==> config.mk <==
export PLATFORM = sky130hd
export DESIGN_NAME = pal_line_capture_flat
export DESIGN_NICKNAME = d
export VERILOG_FILES = /design/src/verilog/scandoubler_pkg.sv /design/src/verilog/line_if.sv /design/src/verilog/pal_line_capture.sv /design/src/flat_wrapper.sv
export SDC_FILE = /design/constraint.sdc
export NUM_CORES = 1
export LEC_CHECK = 0
export ABC_AREA = 1
export BUFFER_PORTS_ARGS = -buffer_cell sky130_fd_sc_hd__buf_2
export CAP_MARGIN = 0
export CORE_MARGIN = 2
export CORE_UTILIZATION = 45
export DETAILED_ROUTE_END_ITERATION = 10
export HOLD_SLACK_MARGIN = 0.03
export PLACE_DENSITY = 0.73
export SETUP_SLACK_MARGIN = 0.1
export SLEW_MARGIN = 40
export SYNTH_ARGS = -nofsm -noshare
export SYNTH_HDL_FRONTEND = slang
export SYNTH_SLANG_ARGS = --single-unit
export TNS_END_PERCENT = 10
==> constraint.sdc <==
create_clock -name clk -period 1.77 [get_ports clk]
set_input_delay 0.4425 -clock clk [delete_from_list [all_inputs] [get_ports clk]]
set_output_delay 0.4425 -clock clk [all_outputs]
set_load 0.02 [all_outputs]
==> src/verilog/scandoubler_pkg.sv <==
`default_nettype none

package scandoubler_pkg;

   ////////////////////
   // Line buffer sizing
   ////////////////////

   // 896 pixels per PAL line at 14 MHz
   localparam int LINE_ADDR_W = 10;

   ////////////////////
   // Pixel format
   ////////////////////

   // RGB 3:3:3 as produced by the machine core
   typedef struct packed {
      logic [2:0] r;
      logic [2:0] g;
      logic [2:0] b;
   } rgb333_t;

   ////////////////////
   // VGA line timer FSM
   ////////////////////

   typedef enum logic [1:0] {
      ts_idle        = 2'd0,
      ts_first_pass  = 2'd1,
      ts_second_pass = 2'd2
   } timer_state_t;

endpackage

`default_nettype wire

==> src/verilog/line_if.sv <==
`default_nettype none

// Buffer writes and line events from PAL capture
interface line_if import scandoubler_pkg::*; #(
   parameter int addr_w = LINE_ADDR_W
) ();

   logic              wr_en;
   logic [addr_w-1:0] wr_addr;
   rgb333_t           wr_data;
   // Bank currently being filled
   logic              wr_bank;
   // Pixel count of the line just finished
   logic [addr_w-1:0] line_len;
   logic              line_start;

   modport capture (
      output wr_en, wr_addr, wr_data, wr_bank, line_len, line_start
   );

   modport mixer (
      input wr_en, wr_addr, wr_data, wr_bank
   );

   // Timer needs the bank to read from the other one
   modport timer (
      input line_start, line_len, wr_bank
   );

endinterface

`default_nettype wire

==> src/verilog/pal_line_capture.sv <==
`default_nettype none

module pal_line_capture import scandoubler_pkg::*; #(
   parameter int addr_w = LINE_ADDR_W
) (
   input  logic    clk,
   input  logic    reset,
   input  logic    video_ce,
   input  rgb333_t pixel,
   input  logic    hsync_ext_n,
   line_if.capture lines
);

   logic              hsync_q;
   logic              hsync_fall;
   // Edge seen between two pixel strobes
   logic              edge_pend;
   logic              line_new;
   logic [addr_w-1:0] pix_cnt;

   ////////////////////
   // Sync edge detect
   ////////////////////

   assign hsync_fall = hsync_q & ~hsync_ext_n;
   assign line_new   = video_ce & (hsync_fall | edge_pend);

   always_ff @(posedge clk) begin
      if (reset) begin
         hsync_q   <= 1'b1;
         edge_pend <= 1'b0;
      end else begin
         hsync_q <= hsync_ext_n;
         // Hold an off-strobe edge until next pixel
         if (video_ce)
            edge_pend <= 1'b0;
         else if (hsync_fall)
            edge_pend <= 1'b1;
      end
   end

   ////////////////////
   // Pixel counter and banks
   ////////////////////

   always_ff @(posedge clk) begin
      if (reset) begin
         lines.line_start <= 1'b0;
         lines.wr_en      <= 1'b0;
         lines.wr_bank    <= 1'b0;
         pix_cnt          <= '0;
      end else begin
         lines.line_start <= 1'b0;
         lines.wr_en      <= 1'b0;
         if (line_new) begin
            // New line, swap banks and restart count
            lines.line_start <= 1'b1;
            lines.wr_bank    <= ~lines.wr_bank;
            pix_cnt          <= '0;
         end else if (video_ce) begin
            lines.wr_en <= 1'b1;
            // Saturate at top address
            if (pix_cnt != '1)
               pix_cnt <= pix_cnt + 1'b1;
         end
      end
   end

   // Write payload and finished line length
   always_ff @(posedge clk) begin
      if (line_new) begin
         lines.line_len <= pix_cnt;
      end else if (video_ce) begin
         lines.wr_addr <= pix_cnt;
         lines.wr_data <= pixel;
      end
   end

endmodule

`default_nettype wire

==> src/flat_wrapper.sv <==
// flat-port wrapper written by rule: the top's interface ports become plain ports
module pal_line_capture_flat import scandoubler_pkg::*;
#(
   parameter int addr_w = LINE_ADDR_W
)
  (clk, reset, video_ce, pixel, hsync_ext_n, lines_wr_en, lines_wr_addr, lines_wr_data, lines_wr_bank, lines_line_len, lines_line_start);
  line_if #(.addr_w(addr_w)) lines_i ();
  input  logic clk;
  input  logic reset;
  input  logic video_ce;
  input  rgb333_t pixel;
  input  logic hsync_ext_n;
  output wire logic [$bits(lines_i.wr_en)-1:0] lines_wr_en;
  output wire logic [$bits(lines_i.wr_addr)-1:0] lines_wr_addr;
  output wire logic [$bits(lines_i.wr_data)-1:0] lines_wr_data;
  output wire logic [$bits(lines_i.wr_bank)-1:0] lines_wr_bank;
  output wire logic [$bits(lines_i.line_len)-1:0] lines_line_len;
  output wire logic [$bits(lines_i.line_start)-1:0] lines_line_start;
  assign lines_wr_en = lines_i.wr_en;
  assign lines_wr_addr = lines_i.wr_addr;
  assign lines_wr_data = lines_i.wr_data;
  assign lines_wr_bank = lines_i.wr_bank;
  assign lines_line_len = lines_i.line_len;
  assign lines_line_start = lines_i.line_start;
  pal_line_capture #(.addr_w(addr_w)) u_core (.clk(clk), .reset(reset), .video_ce(video_ce), .pixel(pixel), .hsync_ext_n(hsync_ext_n), .lines(lines_i));
endmodule
==> flow_summary.toml <==
[sta]
tightest_slew_ns = 0.411
period_share_pct = 85.8
maxClockFrequency_mhz = 658
setup_violations = 0
slew_headroom_pct = 72.6
finClkSkew_ns = 0.00984
final-hold-violation-count = 0
rsz0062_at_grt = "false"
slew_violations = 0
fin_crit_ns = 1.52
holdWs_ns = 0.250
tns_ns = 0

[critical_path]
crit_fanout = 17
cp_cell_sequence = "ha_1 -> nand2_1 -> nor2_4 -> nand3_4 -> a21oi_1 -> nor2_1"
critPathSlowestCell = "dfxtp_1"
critPathMaxStageDelay_ns = 0.46
cp_data_required_time_ns = 2.02
r2r_setup_slack_ns = 0.25
arrival_ns = 1.77
crit_path_start_kind = "register"
ff2ff_path_depth = 6
reg2reg_to = "u_core.pix_cnt[3]$_SDFFE_PP0P_"
path_class = "reg -> reg"
end_kind = "register"
cp_num_buf_inv = 0
crit_family = "simple AND/OR/NAND/NOR gates"
r2r_start = "u_core.pix_cnt[0]$_SDFFE_PP0P_"

[grt]
antenna_found_initial = 0
first_global_vias = 1077
grt_first_pass_wirelength_mm = 4.73
grt_start_max_net_pins = 20
gr-total-overflow = 0
grt.total_usage_pct = 15.1

[finish]
area_delta_synth_final_pct = 21.4
final.fill_count = 290
fin_cells = 239
drive_gt1_share_pct = 30.6
diodes = 0
multi_input_area_sq_um = 373
final_nets = 206
regArea_sq_um = 1170

[synth]
synth_ff_type = "edfxtp_1"
seq_area_frac_synth_pct = 71.9
yosys.area.top_type = "edfxtp_1"
synth_warnings = 0
synth_top_area_share_pct = 53.5
synth_edf_count = 29
async_reset_ff_share_pct = 0
synth.top_cells.by_area = "edfxtp_1 53%, dfxtp_1 18%, nand2_1 7.4%"
yosysMostFrequentCell = "nand2_1"
synth.top_cells.by_count = "32 x nand2_1, 29 x edfxtp_1, 21 x nor2_1"
synth_fp_nets = 156
syn_area_sq_um = 1630
synth_cell_types = 17
netlist_instances = 142
ys_ff_latch = 44
syn_avg_cell_area_sq_um = 11.5

[clock_network]
root_buffer = "clkbuf_4"
numCtsBuffers = 5
cts_max_level = 2
cts_setup_buffers = 0
cts.sinks = 44
clkSlewWorstSetupHoldPaths_ns = 0.13
clock_path_buffers = 2
cts_hold_buf = 0
cts_tree = "yes"
worstSkewPairLatency_ns = 0.36
ctsResizeCount = 0

[power]
power_density_nw_per_um2 = 991
ir_drop_mv = 0.327
power_leakage_uw = 0.000839

[floorplanning]
fp.coreArea_sq_um = 3420
rows = 21
start_util_pct = 47.7
die_area_sq_um = 4120
die_h_microns = 64.2
die_w_microns = 64.2
io_pins = 45

[route]
first_iter_violations = 60
via_per_inst = 4.75
post_drt_wl_per_cell_microns = 11.9
vias = 1135
drt_first_pass_iters = 4
ant_nets = 0
wl_mm = 2.84
drc = 0

[placement]
place.gp.congestion = 0.798
hpwl_mm = 1.97
portBuffers = 44
place_inst = 231

[job]
max-cap-violations = 0

[worst_hold_path]
holdCritStartpoint = "pixel[0]"
worstHoldEndpoint = "u_core.lines.wr_data[0]$_DFFE_PP_"
hold_depth = 1
hp-class = "in -> reg"

[outcome]
status = "complete, no violations"
==> where the power goes <==
part / internal (uW) / total [uW] / switching, uW / leakage [uW]
sequential: 1150 / 1170 / 20.3 / 0.000405
combinational: 60.3 / 178 / 118 / 0.000393
clock: 295 / 617 / 322 / 0.0000412
==> logic make-up (layout without fill, tap and decap cells) <==
family / Yosys count / count (layout) / share of synthesized area [%]
fa+ha+maj: 1 / 1 / 0.768
compound gates: 12 / 12 / 4.15
buf+inv: 19 / 70 / 5.38
flops: 44 / 44 / 71.9
simple gates: 66 / 66 / 17.8
==> worst reg2reg max path, delay by kind of cell (launching register included) <==
family                     cells  cell delay, ns
and+or+nand+nor                4            0.50
DFF                            1            0.46
adders and majority gates      1            0.23
AOI/OAI and AO/OA              1            0.22
==> how the worst max path moves through the flow <==
stage	start	to	slack [ns]	cells past startpoint
floorplan	video_ce	u_core.lines.wr_addr[0]$_DFFE_PP_	0.19	3
global placement	hsync_ext_n	u_core.lines.line_len[9]$_DFFE_PP_	0.31	6
detailed placement	hsync_ext_n	u_core.lines.line_len[9]$_DFFE_PP_	0.20	6
CTS	u_core.pix_cnt[0]$_SDFFE_PP0P_	u_core.pix_cnt[3]$_SDFFE_PP0P_	0.27	6
global route	u_core.pix_cnt[0]$_SDFFE_PP0P_	u_core.pix_cnt[3]$_SDFFE_PP0P_	0.12	6
finish	u_core.pix_cnt[0]$_SDFFE_PP0P_	u_core.pix_cnt[3]$_SDFFE_PP0P_	0.25	6
==> final cells by class <==
type	instances	share of cell area, %
Sequential cell	44	59.2
Multi-Input combinational cell	79	18.8
Timing Repair Buffer	45	11.5
Inverter	17	3.48
Tap cell	46	2.91
Clock inverter	3	2.15
Clock buffer	5	1.90
==> metrics by stage <==
| step | worst slack [ns] | utilization (%) | area, sq um | total power, uW |
|---|---|---|---|---|
| after floorplan | 0.194 | - | 1630 | 1300 |
| after global placement | 0.309 | 55.6 | 1900 | 1360 |
| after detailed placement | 0.204 | 55.6 | 1900 | 1370 |
| after CTS | 0.266 | 57.9 | 1980 | 1970 |
| after global routing | 0.125 | 57.9 | 1980 | 2030 |
| final | 0.251 | 57.9 | 1980 | 1960 |
==> registers in the layout, indices dropped and copies added, names as in the netlist <==
signal                   cells
u_core.lines.line_len       10
u_core.lines.wr_addr        10
u_core.pix_cnt              10
u_core.lines.wr_data         9
u_core.edge_pend             1
u_core.hsync_q               1
u_core.lines.line_start      1
u_core.lines.wr_bank         1
u_core.lines.wr_en           1
==> cells in the final DEF (no fill, tap or decap), types with 5 or more instances in the layout <==
cell type	instances
a21oi_1	9
buf_2	44
clkbuf_4	5
dfxtp_1	15
edfxtp_1	29
inv_1	15
nand2_1	32
nand3_1	9
nor2_1	20
==> layer usage <==
layer / vias to the layer above / part of all wire, % / routed length, microns / track usage [%]
met4: 0 / 1.4 / 40 / 6.12
met2: 56 / 48 / 1350 / 25.7
met3: 4 / 8.9 / 252 / 5.63
met5: - / 0 / 0 / 0
li1: 567 / - / - / -
met1: 508 / 42 / 1200 / 17.2
(Power assumes the default switching activity.)
