--- config.mk ---
export PLATFORM = sky130hd
export DESIGN_NAME = vga_line_timer_flat
export DESIGN_NICKNAME = d
export VERILOG_FILES = /design/src/verilog/scandoubler_pkg.sv /design/src/verilog/line_if.sv /design/src/verilog/scan_if.sv /design/src/verilog/vga_line_timer.sv /design/src/flat_wrapper.sv
export SDC_FILE = /design/constraint.sdc
export NUM_CORES = 1
export LEC_CHECK = 0
export BUFFER_PORTS_ARGS = -buffer_cell sky130_fd_sc_hd__buf_2
export CORE_MARGIN = 5
export CORE_UTILIZATION = 50
export DETAILED_ROUTE_END_ITERATION = 6
export PLACE_DENSITY = 0.72
export SYNTH_ARGS = -nofsm -noshare
export SYNTH_HDL_FRONTEND = slang
export SYNTH_SLANG_ARGS = --single-unit
export TNS_END_PERCENT = 10
--- constraint.sdc ---
create_clock -name clk -period 2.91 [get_ports clk]
set_clock_uncertainty 0.2 [all_clocks]
set_input_delay 0.291 -clock clk [delete_from_list [all_inputs] [get_ports clk]]
set_output_delay 0.291 -clock clk [all_outputs]
set_load 0.005 [all_outputs]
--- src/verilog/scandoubler_pkg.sv ---
`default_nettype none

package scandoubler_pkg;

   ////////////////////
   // Line buffer sizing
   ////////////////////

   // 896 pixels per PAL line at 14 MHz
   localparam int LINE_ADDR_W = 10;

   ////////////////////
   // Pixel format
   ////////////////////

   // RGB 3:3:3 as produced by the machine core
   typedef struct packed {
      logic [2:0] r;
      logic [2:0] g;
      logic [2:0] b;
   } rgb333_t;

   ////////////////////
   // VGA line timer FSM
   ////////////////////

   typedef enum logic [1:0] {
      ts_idle        = 2'd0,
      ts_first_pass  = 2'd1,
      ts_second_pass = 2'd2
   } timer_state_t;

endpackage

`default_nettype wire

--- src/verilog/line_if.sv ---
`default_nettype none

// Buffer writes and line events from PAL capture
interface line_if import scandoubler_pkg::*; #(
   parameter int addr_w = LINE_ADDR_W
) ();

   logic              wr_en;
   logic [addr_w-1:0] wr_addr;
   rgb333_t           wr_data;
   // Bank currently being filled
   logic              wr_bank;
   // Pixel count of the line just finished
   logic [addr_w-1:0] line_len;
   logic              line_start;

   modport capture (
      output wr_en, wr_addr, wr_data, wr_bank, line_len, line_start
   );

   modport mixer (
      input wr_en, wr_addr, wr_data, wr_bank
   );

   // Timer needs the bank to read from the other one
   modport timer (
      input line_start, line_len, wr_bank
   );

endinterface

`default_nettype wire

--- src/verilog/scan_if.sv ---
`default_nettype none

// Read position and VGA timing from line timer
interface scan_if import scandoubler_pkg::*; #(
   parameter int addr_w = LINE_ADDR_W
) ();

   logic [addr_w-1:0] rd_addr;
   logic              rd_bank;
   // High while a buffered pixel is replayed
   logic              active;
   logic              second_pass;
   // Active low
   logic              hsync_vga;

   modport timer (
      output rd_addr, rd_bank, active, second_pass, hsync_vga
   );

   modport mixer (
      input rd_addr, rd_bank, active, second_pass, hsync_vga
   );

endinterface

`default_nettype wire

--- src/verilog/vga_line_timer.sv ---
`default_nettype none

module vga_line_timer import scandoubler_pkg::*; #(
   parameter int addr_w    = LINE_ADDR_W,
   parameter int hsync_len = 54
) (
   input  logic  clk,
   input  logic  reset,
   line_if.timer lines,
   scan_if.timer scan
);

   timer_state_t      state;
   logic [addr_w-1:0] rd_addr;
   // Length of the line being replayed
   logic [addr_w-1:0] len_q;
   logic              last_pixel;
   logic              in_sync;

   assign last_pixel = (rd_addr == len_q - 1'b1);

   ////////////////////
   // Replay FSM
   ////////////////////

   always_ff @(posedge clk) begin
      if (reset) begin
         state        <= ts_idle;
         rd_addr      <= '0;
         len_q        <= '0;
         scan.rd_bank <= 1'b0;
      end else if (lines.line_start) begin
         // New PAL line restarts replay from pixel 0
         state        <= (lines.line_len == '0) ? ts_idle : ts_first_pass;
         rd_addr      <= '0;
         len_q        <= lines.line_len;
         // Bank just toggled, so read the one just filled
         scan.rd_bank <= ~lines.wr_bank;
      end else begin
         unique case (state)
            ts_first_pass: begin
               if (last_pixel) begin
                  state   <= ts_second_pass;
                  rd_addr <= '0;
               end else begin
                  rd_addr <= rd_addr + 1'b1;
               end
            end
            ts_second_pass: begin
               if (last_pixel) begin
                  state   <= ts_idle;
                  rd_addr <= '0;
               end else begin
                  rd_addr <= rd_addr + 1'b1;
               end
            end
            default: begin
               // Idle until the next line start
               state   <= ts_idle;
               rd_addr <= '0;
            end
         endcase
      end
   end

   ////////////////////
   // Outputs to mixer
   ////////////////////

   // Sync pulse at the start of each pass
   assign in_sync = (state != ts_idle) && (rd_addr < addr_w'(hsync_len));

   assign scan.rd_addr     = rd_addr;
   assign scan.active      = (state != ts_idle);
   assign scan.second_pass = (state == ts_second_pass);
   assign scan.hsync_vga   = ~in_sync;

endmodule

`default_nettype wire

--- src/flat_wrapper.sv ---
// flat-port wrapper written by rule: the top's interface ports become plain ports
module vga_line_timer_flat import scandoubler_pkg::*;
#(
   parameter int addr_w    = LINE_ADDR_W,
   parameter int hsync_len = 54
)
  (clk, reset, lines_line_start, lines_line_len, lines_wr_bank, scan_rd_addr, scan_rd_bank, scan_active, scan_second_pass, scan_hsync_vga);
  line_if #(.addr_w(addr_w)) lines_i ();
  scan_if #(.addr_w(addr_w)) scan_i ();
  input  logic clk;
  input  logic reset;
  input wire logic [$bits(lines_i.line_start)-1:0] lines_line_start;
  input wire logic [$bits(lines_i.line_len)-1:0] lines_line_len;
  input wire logic [$bits(lines_i.wr_bank)-1:0] lines_wr_bank;
  output wire logic [$bits(scan_i.rd_addr)-1:0] scan_rd_addr;
  output wire logic [$bits(scan_i.rd_bank)-1:0] scan_rd_bank;
  output wire logic [$bits(scan_i.active)-1:0] scan_active;
  output wire logic [$bits(scan_i.second_pass)-1:0] scan_second_pass;
  output wire logic [$bits(scan_i.hsync_vga)-1:0] scan_hsync_vga;
  assign lines_i.line_start = lines_line_start;
  assign lines_i.line_len = lines_line_len;
  assign lines_i.wr_bank = lines_wr_bank;
  assign scan_rd_addr = scan_i.rd_addr;
  assign scan_rd_bank = scan_i.rd_bank;
  assign scan_active = scan_i.active;
  assign scan_second_pass = scan_i.second_pass;
  assign scan_hsync_vga = scan_i.hsync_vga;
  vga_line_timer #(.addr_w(addr_w), .hsync_len(hsync_len)) u_core (.clk(clk), .reset(reset), .lines(lines_i), .scan(scan_i));
endmodule
==> impl_metrics.toml, run 1 <==
[worst_setup_path]
cp.arrival_ns = 2.59
r2r_cells = 9
startpoint_type = "flip-flop"
path_class = "flip-flop to flip-flop"
cp_max_fo = 10
cp-end-kind = "flip-flop"
cp_data_required_time_ns = 2.92
r2r_start = "u_core.len_q[0]"
startpoint = "u_core.len_q[0]"

[sta]
tightest_slew_ns = 0.679
finalCriticalPeriod_ns = 2.57
whs_ns = 0.0239
maxSlewViolCount = 0
relSlewSlack_pct = 54.3
period_share_pct = 88.4
fmax_mhz = 389
rsz0062_at_grt = "false"
tns_ns = 0
hold_viol_final = 0
setup_viol = 0

[floorplan]
die_height_um = 62.1
core-area_um2 = 2690
die_w_um = 62.1
start_util_pct = 50.6
die_area_um2 = 3860
rows = 19
io_pins = 28

[routing]
top_layer_used = "met4"
wl_met2_um = 1330
dr.pass1.iters = 4
drt_iter0_markers = 43
vias = 1151
ant_nets = 0
avgRoutedWirePerCell_um = 13.3
met3RoutedLength_um = 85
routed_wl_um = 2760
wirelength_met1_um = 1320
via_per_inst = 5.56
drc = 0

[clocking]
clkSinkCount = 23
cts_setup_buffers = 0
clk_pin_slew_ns = 0.12
cts_hold_buf = 1
cts_root_buf = "clkbuf_4"
clk_latency_ns = 0.31
cts_buffers = 3
cts_max_level = 1
cts_resized = 0
cts_buffer_depth = 2
cts_tree = "yes"

[placed_design]
placed_cell_area_um2 = 1500
port_buffers = 27
placed_cells = 202
gp_congestion = 0.819
dp_hpwl_um = 2170

[global_route]
grt_pass1_wl_um = 4800
antenna_found_initial = 0
grt_use_total_pct = 14.4
grt_pass1_vias = 1098
overflow = 0
grt_start_max_net_pins = 16

[power_and_ir_drop]
power_density_nw_per_um2 = 386
cellLeakagePower_uw = 0.000626
ir_worst_vdd_uv = 265

[yosys]
ys_seq_area_share_pct = 33.9
syn-num-nets = 170
synthCells = 151
ys_ff_latch = 23
synth_area_per_cell_um2 = 9.00
synth_area_um2 = 1360
yosysWarnings = 0
synth.distinct_cells = 45

[layout]
antenna_cells = 0
drive_above_1_share_pct = 26.1
nNetsFinal = 196
postLayoutCoreUtil_pct = 57.2
area_growth_syn_to_layout_pct = 13.2
post_layout_nonfiller_instances = 207
multiInputGateArea_um2 = 833
regArea_um2 = 460
fill_cells = 280
fin_area_um2 = 1540

[worst_hold_path]
hold_depth = 3
hold_class = "primary input to flip-flop"
hp-start = "lines_line_len[8]"

[job]
maxCapViolations = 0

[outcome]
outcome = "finished clean"
==> power by group <==
part	total, µW	switching [µW]	internal [µW]
Sequential	341	15.7	325
Combinational	105	54.1	51.0
Clock	147	93.4	53.5
Total	593	163	430
==> cells in the mapped netlist <==
cell	instances	area (µm²)
dfxtp_1	23	460
nor2_1	18	67.6
mux2i_1	10	100
nor2_2	10	62.6
xnor2_1	10	87.6
inv_1	7	26.3
xor2_1	6	52.6
a21oi_1	5	25.0
ha_1	5	62.6
clkbuf_1	4	15.0
nand2_1	4	15.0
nand3_1	4	20.0
nor3_1	3	15.0
nor4_1	3	18.8
o21ai_0	3	15.0
a2111o_1	2	22.5
a311o_1	2	20.0
a311oi_1	2	17.5
and3_1	2	12.5
buf_1	2	7.51
or4_1	2	15.0
a211oi_1	1	7.51
a21oi_2	1	8.76
a221o_1	1	10.0
a22oi_1	1	7.51
a31o_1	1	8.76
a31o_2	1	8.76
a32o_1	1	10.0
a41oi_1	1	8.76
and3b_2	1	10.0
buf_2	1	5.00
buf_6	1	11.3
nand2b_1	1	6.26
nand4_1	1	6.26
nand4b_1	1	8.76
nor2_4	1	11.3
nor2b_1	1	6.26
nor3b_1	1	7.51
o211ai_1	1	7.51
o21a_1	1	7.51
o22ai_1	1	6.26
o32ai_1	1	8.76
o41ai_1	1	8.76
xnor3_1	1	22.5
xor2_2	1	16.3
==> critical path: stages (launching register included) <==
cell,delay (ns)
dfxtp_1,0.50
inv_1,0.08
ha_1,0.31
xnor2_1,0.14
a2111o_1,0.29
a2111o_1,0.36
a21oi_2,0.19
a31o_1,0.17
buf_4,0.20
nor2_2,0.06
==> through the flow <==
step	setup WS (ns)	power, µW
6_report	0.337	593
5_1_grt	0.185	629
4_1_cts	0.328	603
3_5_place_dp	0.364	451
3_3_place_gp	0.420	449
2_1_floorplan	0.545	423
==> final cells by class <==
cell class / count / share of cell area (%)
clock buffers: 4 / 1.71
well taps: 31 / 2.52
inverters: 7 / 1.71
repair buffers: 29 / 9.93
multi-input cells: 113 / 54.2
flip-flops and latches: 23 / 29.9
==> cells by family (layout without fill, tap and decap cells) <==
kind of cell	count (synthesis)	count (layout)	share of synthesized area, %
xor gates and xnor gates	18	18	13.2
buffers and inverters	15	40	4.79
DFF	23	23	33.9
AOI/OAI and AO/OA	27	27	15.4
adders and majority gates	5	5	4.60
and+or+nand+nor	53	53	20.8
muxes	10	10	7.37
==> state kept, by name, summed over array words and instances, names as in the netlist <==
signal	cells
u_core.scan.rd_bank	1
u_core.scan.rd_addr	10
u_core.state	2
u_core.len_q	10
==> cells in the final DEF, fill, tap and decap left out, types with 2 or more instances in the layout <==
cell and instances:
a2111o_1 2, a21oi_1 5, a311o_1 2, a311oi_1 2
and3_1 2, buf_2 27, clkbuf_4 3, dfxtp_1 23
ha_1 5, inv_1 7, mux2i_1 10, nand2_1 4
nand3_1 4, nor2_1 18, nor2_2 10, nor3_1 3
nor4_1 3, o21ai_0 3, or4_1 2, xnor2_1 10
xor2_1 6
==> worst paths after layout <==
kind,slack (ns),endpoint
worst min-delay path,0.02,u_core.len_q[8]
worst max register to register,0.34,u_core.scan.rd_addr[8]
worst max-delay path,0.34,u_core.scan.rd_addr[8]
worst min register to register,0.29,u_core.scan.rd_bank
==> metal layers <==
| metal | global-route usage (%) | vias to the layer above |
|---|---|---|
| met3 | 2.16 | 4 |
| met2 | 25.4 | 16 |
| li1 | - | 594 |
| met1 | 17.6 | 537 |
| met4 | 4.88 | 0 |
| met5 | 0 | - |
No activity file was read; power rests on OpenSTA's default activity.
==> run 2, diff against run 1 <==
- PLACE_DENSITY: 0.72 -> 0.71
==> run 2 against run 1 <==
Die area is the same. Largest cell class unchanged. Critical path type unchanged. Highest routed layer unchanged. Clock-buffer cell count is the same. Non-clock buffer count is the same. Maximum frequency grew 1.3%.
==> impl_metrics.toml, run 2 (synthesis gave the netlist of run 1 again) <==
[worst_setup_path]
cp.arrival_ns = 2.56
rrSetupSlack_ns = 0.37
cp_data_required_time_ns = 2.93
cp_max_fo = 10
startpoint = "u_core.len_q[0]"
worstSetupEndpoint = "u_core.scan.rd_addr[3]"
r2r_cells = 9
path_class = "flip-flop to flip-flop"
r2r_start = "u_core.len_q[0]"
cp-end-kind = "flip-flop"
startpoint_type = "flip-flop"
r2r_end = "u_core.scan.rd_addr[3]"

[job]
maxCapViolations = 0

[power_and_ir_drop]
cellLeakagePower_uw = 0.000626
power_uw = 598
power_density_nw_per_um2 = 389
ir_worst_vdd_uv = 276

[sta]
relSlewSlack_pct = 52.4
maxSlewViolCount = 0
setup_viol = 0
fmax_mhz = 394
hold_viol_final = 0
rsz0062_at_grt = "false"
tns_ns = 0
finalCriticalPeriod_ns = 2.54
tightest_slew_ns = 0.708
period_share_pct = 87.3

[global_route]
antenna_found_initial = 0
grt_use_total_pct = 15.2
grt_pass1_vias = 1107
grt_start_max_net_pins = 16
overflow = 0
grt_pass1_wl_um = 4970

[placed_design]
placed_cells = 202
gp_congestion = 0.849
port_buffers = 27
dp_hpwl_um = 2230

[routing]
met3RoutedLength_um = 127
wirelength_met1_um = 1310
top_layer_used = "met4"
routed_wl_um = 2860
via_per_inst = 5.62
drt_iter0_markers = 28
wl_met2_um = 1380
vias = 1164
dr.pass1.iters = 4
avgRoutedWirePerCell_um = 13.8
ant_nets = 0
drc = 0

[layout]
fill_cells = 260
final_common_cell = "buf_2"
antenna_cells = 0
nNetsFinal = 196
post_layout_nonfiller_instances = 207
drive_above_1_share_pct = 26.1
final_cell_mix = "27 x buf_2, 23 x dfxtp_1, 18 x nor2_1"
area_growth_syn_to_layout_pct = 13.2
reg.largest.list = "u_core.len_q (10), u_core.scan.rd_addr (10), u_core.state (2)"

[floorplan]
rows = 19
io_pins = 28
die_w_um = 62.1
start_util_pct = 50.6
core-area_um2 = 2690
die_height_um = 62.1
die_area_um2 = 3860

[clocking]
clk_pin_slew_ns = 0.13
cts_buffer_depth = 2
cts_tree = "yes"
cts_buffers = 3
clkSinkCount = 23
cts_root_buf = "clkbuf_4"
cts_resized = 0
clk_latency_ns = 0.32
cts_max_level = 1

[worst_hold_path]
hold_class = "primary input to flip-flop"

[outcome]
outcome = "finished clean"
[run 2: cell counts in the layout (fill, tap and decap cells not counted)]
Identical to the previous run, type by type.
[run 2: worst min path at each step]
stage,start,endpoint,slack (ns),depth (start not counted)
2_1_floorplan,reset,u_core.state[0],0.16,1
3_3_place_gp,u_core.scan.rd_bank,u_core.scan.rd_bank,0.27,2
3_5_place_dp,u_core.scan.rd_bank,u_core.scan.rd_bank,0.28,2
4_1_cts,lines_line_len[5],u_core.len_q[5],0.004,3
5_1_grt,lines_line_len[2],u_core.len_q[2],0.0004,3
6_report,lines_line_len[5],u_core.len_q[5],0.01,3
[run 2: critical path: stages (launching register included)]
cell and delay, ns:
dfxtp_1 0.48, inv_1 0.08, ha_1 0.30, xnor2_1 0.13, a2111o_1 0.28, a2111o_1 0.36
a21oi_2 0.19, a31o_1 0.17, buf_4 0.20, nor2_2 0.06
[run 2: power by group]
part | switching [µW] | total [µW] | internal (µW) | leakage (µW)
Clock | 97.8 | 152 | 53.7 | 0.0000150
Sequential | 15.5 | 341 | 325 | 0.000188
Combinational | 54.9 | 106 | 50.9 | 0.000423
Total | 168 | 598 | 430 | 0.000626
[run 2: through the flow]
| step | util [%] | hold WS [ns] | instance area [µm²] | worst slack [ns] |
|---|---|---|---|---|
| after floorplan | - | 0.160 | 1360 | 0.545 |
| after global placement | 55.9 | 0.268 | 1500 | 0.419 |
| after detailed placement | 55.9 | 0.279 | 1500 | 0.384 |
| after CTS | 57.2 | 0.00359 | 1540 | 0.369 |
| after global routing | 57.2 | 0.000417 | 1540 | 0.222 |
| final | 57.2 | 0.0116 | 1540 | 0.370 |
[run 2: repair_timing]
| action | in CTS | in global routing |
|---|---|---|
| setup buffers | 0 | 0 |
| hold endpoints to repair | 1 | 0 |
| hold buffers | 1 | 0 |
[run 2: area by class of cell]
| cell class | instances | area, µm² | area share, % |
|---|---|---|---|
| Inverter | 7 | 26.3 | 1.71 |
| Tap cell | 31 | 38.8 | 2.52 |
| Clock buffer | 4 | 26.3 | 1.71 |
| Timing Repair Buffer | 29 | 153 | 9.93 |
| Multi-Input combinational cell | 113 | 833 | 54.2 |
| Sequential cell | 23 | 460 | 29.9 |
[run 2: per-layer routing]
metal  global-route usage [%]  vias up
li1                         -      586
met2                     26.4       23
met5                        0        -
met3                     2.52        4
met1                     18.2      551
met4                     6.50        0
==> run 3, diff against run 2 <==
- BUFFER_PORTS_ARGS: -buffer_cell sky130_fd_sc_hd__buf_2 -> unset
- DONT_BUFFER_PORTS: unset -> 1
- PLACE_DENSITY: 0.71 -> 0.62
==> run 3 against run 2 <==
Setup slack got worse by 0.012 ns. Via count decreased by 4.9%. Register-to-register slack about the same. Clock power about the same. Sequential power about the same. Final cell count decreased by 7.2%. Critical path depth unchanged. Largest cell class unchanged. Highest routed layer unchanged.
==> impl_metrics.toml, run 3 (synthesis gave the netlist of run 1 again) <==
[worst_setup_path]
rrSetupSlack_ns = 0.36
cp-end-kind = "flip-flop"
startpoint_type = "flip-flop"
cp_max_fo = 10
path_class = "flip-flop to flip-flop"
cp.arrival_ns = 2.57
cp_data_required_time_ns = 2.93

[clocking]
cts_tree = "yes"
clkSinkCount = 23
cts_buffers = 3
cts_setup_buffers = 0
cts_max_level = 1
clk_latency_ns = 0.31
cts_buffer_depth = 2
cts_root_buf = "clkbuf_4"
clk_pin_slew_ns = 0.13
cts_resized = 0

[routing]
drc = 0
via_per_inst = 5.77
ant_nets = 0
avgRoutedWirePerCell_um = 15.0
vias = 1107
routed_wl_um = 2870
drt_iter0_markers = 29
dr.pass1.iters = 4

[sta]
tightest_slew_ns = 0.788
finalCriticalPeriod_ns = 2.55
maxSlewViolCount = 0
fin_ws_ns = 0.358
setup_viol = 0
fmax_mhz = 392
hold_viol_final = 0
rsz0062_at_grt = "false"
relSlewSlack_pct = 47.3
tns_ns = 0
whs_ns = 0.0986
period_share_pct = 87.7

[global_route]
antenna_found_initial = 0
grt_pass1_wl_um = 4820
overflow = 0
grt_use_total_pct = 14.9
grt_pass1_vias = 1010
grt_start_max_net_pins = 16

[power_and_ir_drop]
comb_power_share_pct = 17.8
pwr-share-clk_pct = 25.1
p_sw_share_pct = 27.6
p_switching_uw = 165
power_density_nw_per_um2 = 393
cellLeakagePower_uw = 0.000552
seq_power_share_pct = 57.1
internal-power_uw = 433
ir_worst_vdd_uv = 319

[placed_design]
placed_cells = 175
dp_hpwl_um = 2120
port_buffers = 0
dp_slack_ns = 0.368
placed_cell_area_um2 = 1370
gp_congestion = 0.815

[layout]
area_growth_syn_to_layout_pct = 12.1
drive_above_1_share_pct = 11.8
post_layout_nonfiller_instances = 192
fill_cells = 250
nNetsFinal = 181
reg.largest.list = "u_core.len_q (10), u_core.scan.rd_addr (10), u_core.state (2)"
antenna_cells = 0
final_cell_mix = "23 x dfxtp_1, 18 x nor2_1, 13 x dlygate4sd3_1"
final_common_cell = "dfxtp_1"
fin_area_um2 = 1520

[outcome]
outcome = "finished clean"

[job]
maxCapViolations = 0

[worst_hold_path]
hold_class = "primary input to flip-flop"

[floorplan]
die_area_um2 = 3860
io_pins = 28
die_w_um = 62.1
die_height_um = 62.1
core-area_um2 = 2690
start_util_pct = 50.6
rows = 19
-- run 3: metal layers --
layer | up-vias | wire length [µm] | global-route usage (%)
met5 | - | 0 | 0
met2 | 29 | 1340 | 23.7
met1 | 513 | 1320 | 19.2
met4 | 0 | 38 | 5.69
li1 | 561 | - | -
met3 | 4 | 175 | 3.96
-- run 3: cell type report --
class | instances | area, µm² | area share [%]
Tap cell | 31 | 38.8 | 2.55
Clock buffer | 4 | 26.3 | 1.73
Inverter | 7 | 26.3 | 1.73
Timing Repair Buffer | 14 | 138 | 9.04
Multi-Input combinational cell | 113 | 833 | 54.7
Sequential cell | 23 | 460 | 30.2
-- run 3: repair_timing --
action / CTS / global route
hold buffers: 13 / 0
hold endpoints to repair: 13 / 0
endpoints found under the setup margin: 0 / 0
-- run 3: worst paths after layout --
path | from | to | cells past startpoint
min reg2reg | u_core.scan.rd_addr[0] | u_core.scan.rd_addr[0] | 1
min | lines_line_len[2] | u_core.state[0] | 3
max | u_core.len_q[0] | u_core.scan.rd_addr[2] | 9
max reg2reg | u_core.len_q[0] | u_core.scan.rd_addr[2] | 9
-- run 3: power by group through the flow --
stage	Sequential (µW)	Combinational, µW	Clock [µW]
6_report	341	106	150
5_1_grt	343	119	173
3_3_place_gp	348	83.1	0
4_1_cts	341	106	157
2_1_floorplan	344	79.2	0
3_5_place_dp	348	84.2	0
-- run 3: critical path, cell delays in order (launching register included) --
cell	delay, ns
dfxtp_1	0.49
inv_1	0.07
ha_1	0.30
xnor2_1	0.13
a2111o_1	0.28
a2111o_1	0.36
a21oi_2	0.19
a31o_1	0.17
buf_4	0.20
nor2_2	0.05
-- run 3: per-stage QoR --
| step | total power (µW) | utilization (%) |
|---|---|---|
| 2_1_floorplan | 423 | - |
| 3_5_place_dp | 433 | 50.9 |
| 6_report | 598 | 56.7 |
| 5_1_grt | 635 | 56.7 |
| 3_3_place_gp | 431 | 50.9 |
| 4_1_cts | 604 | 56.7 |
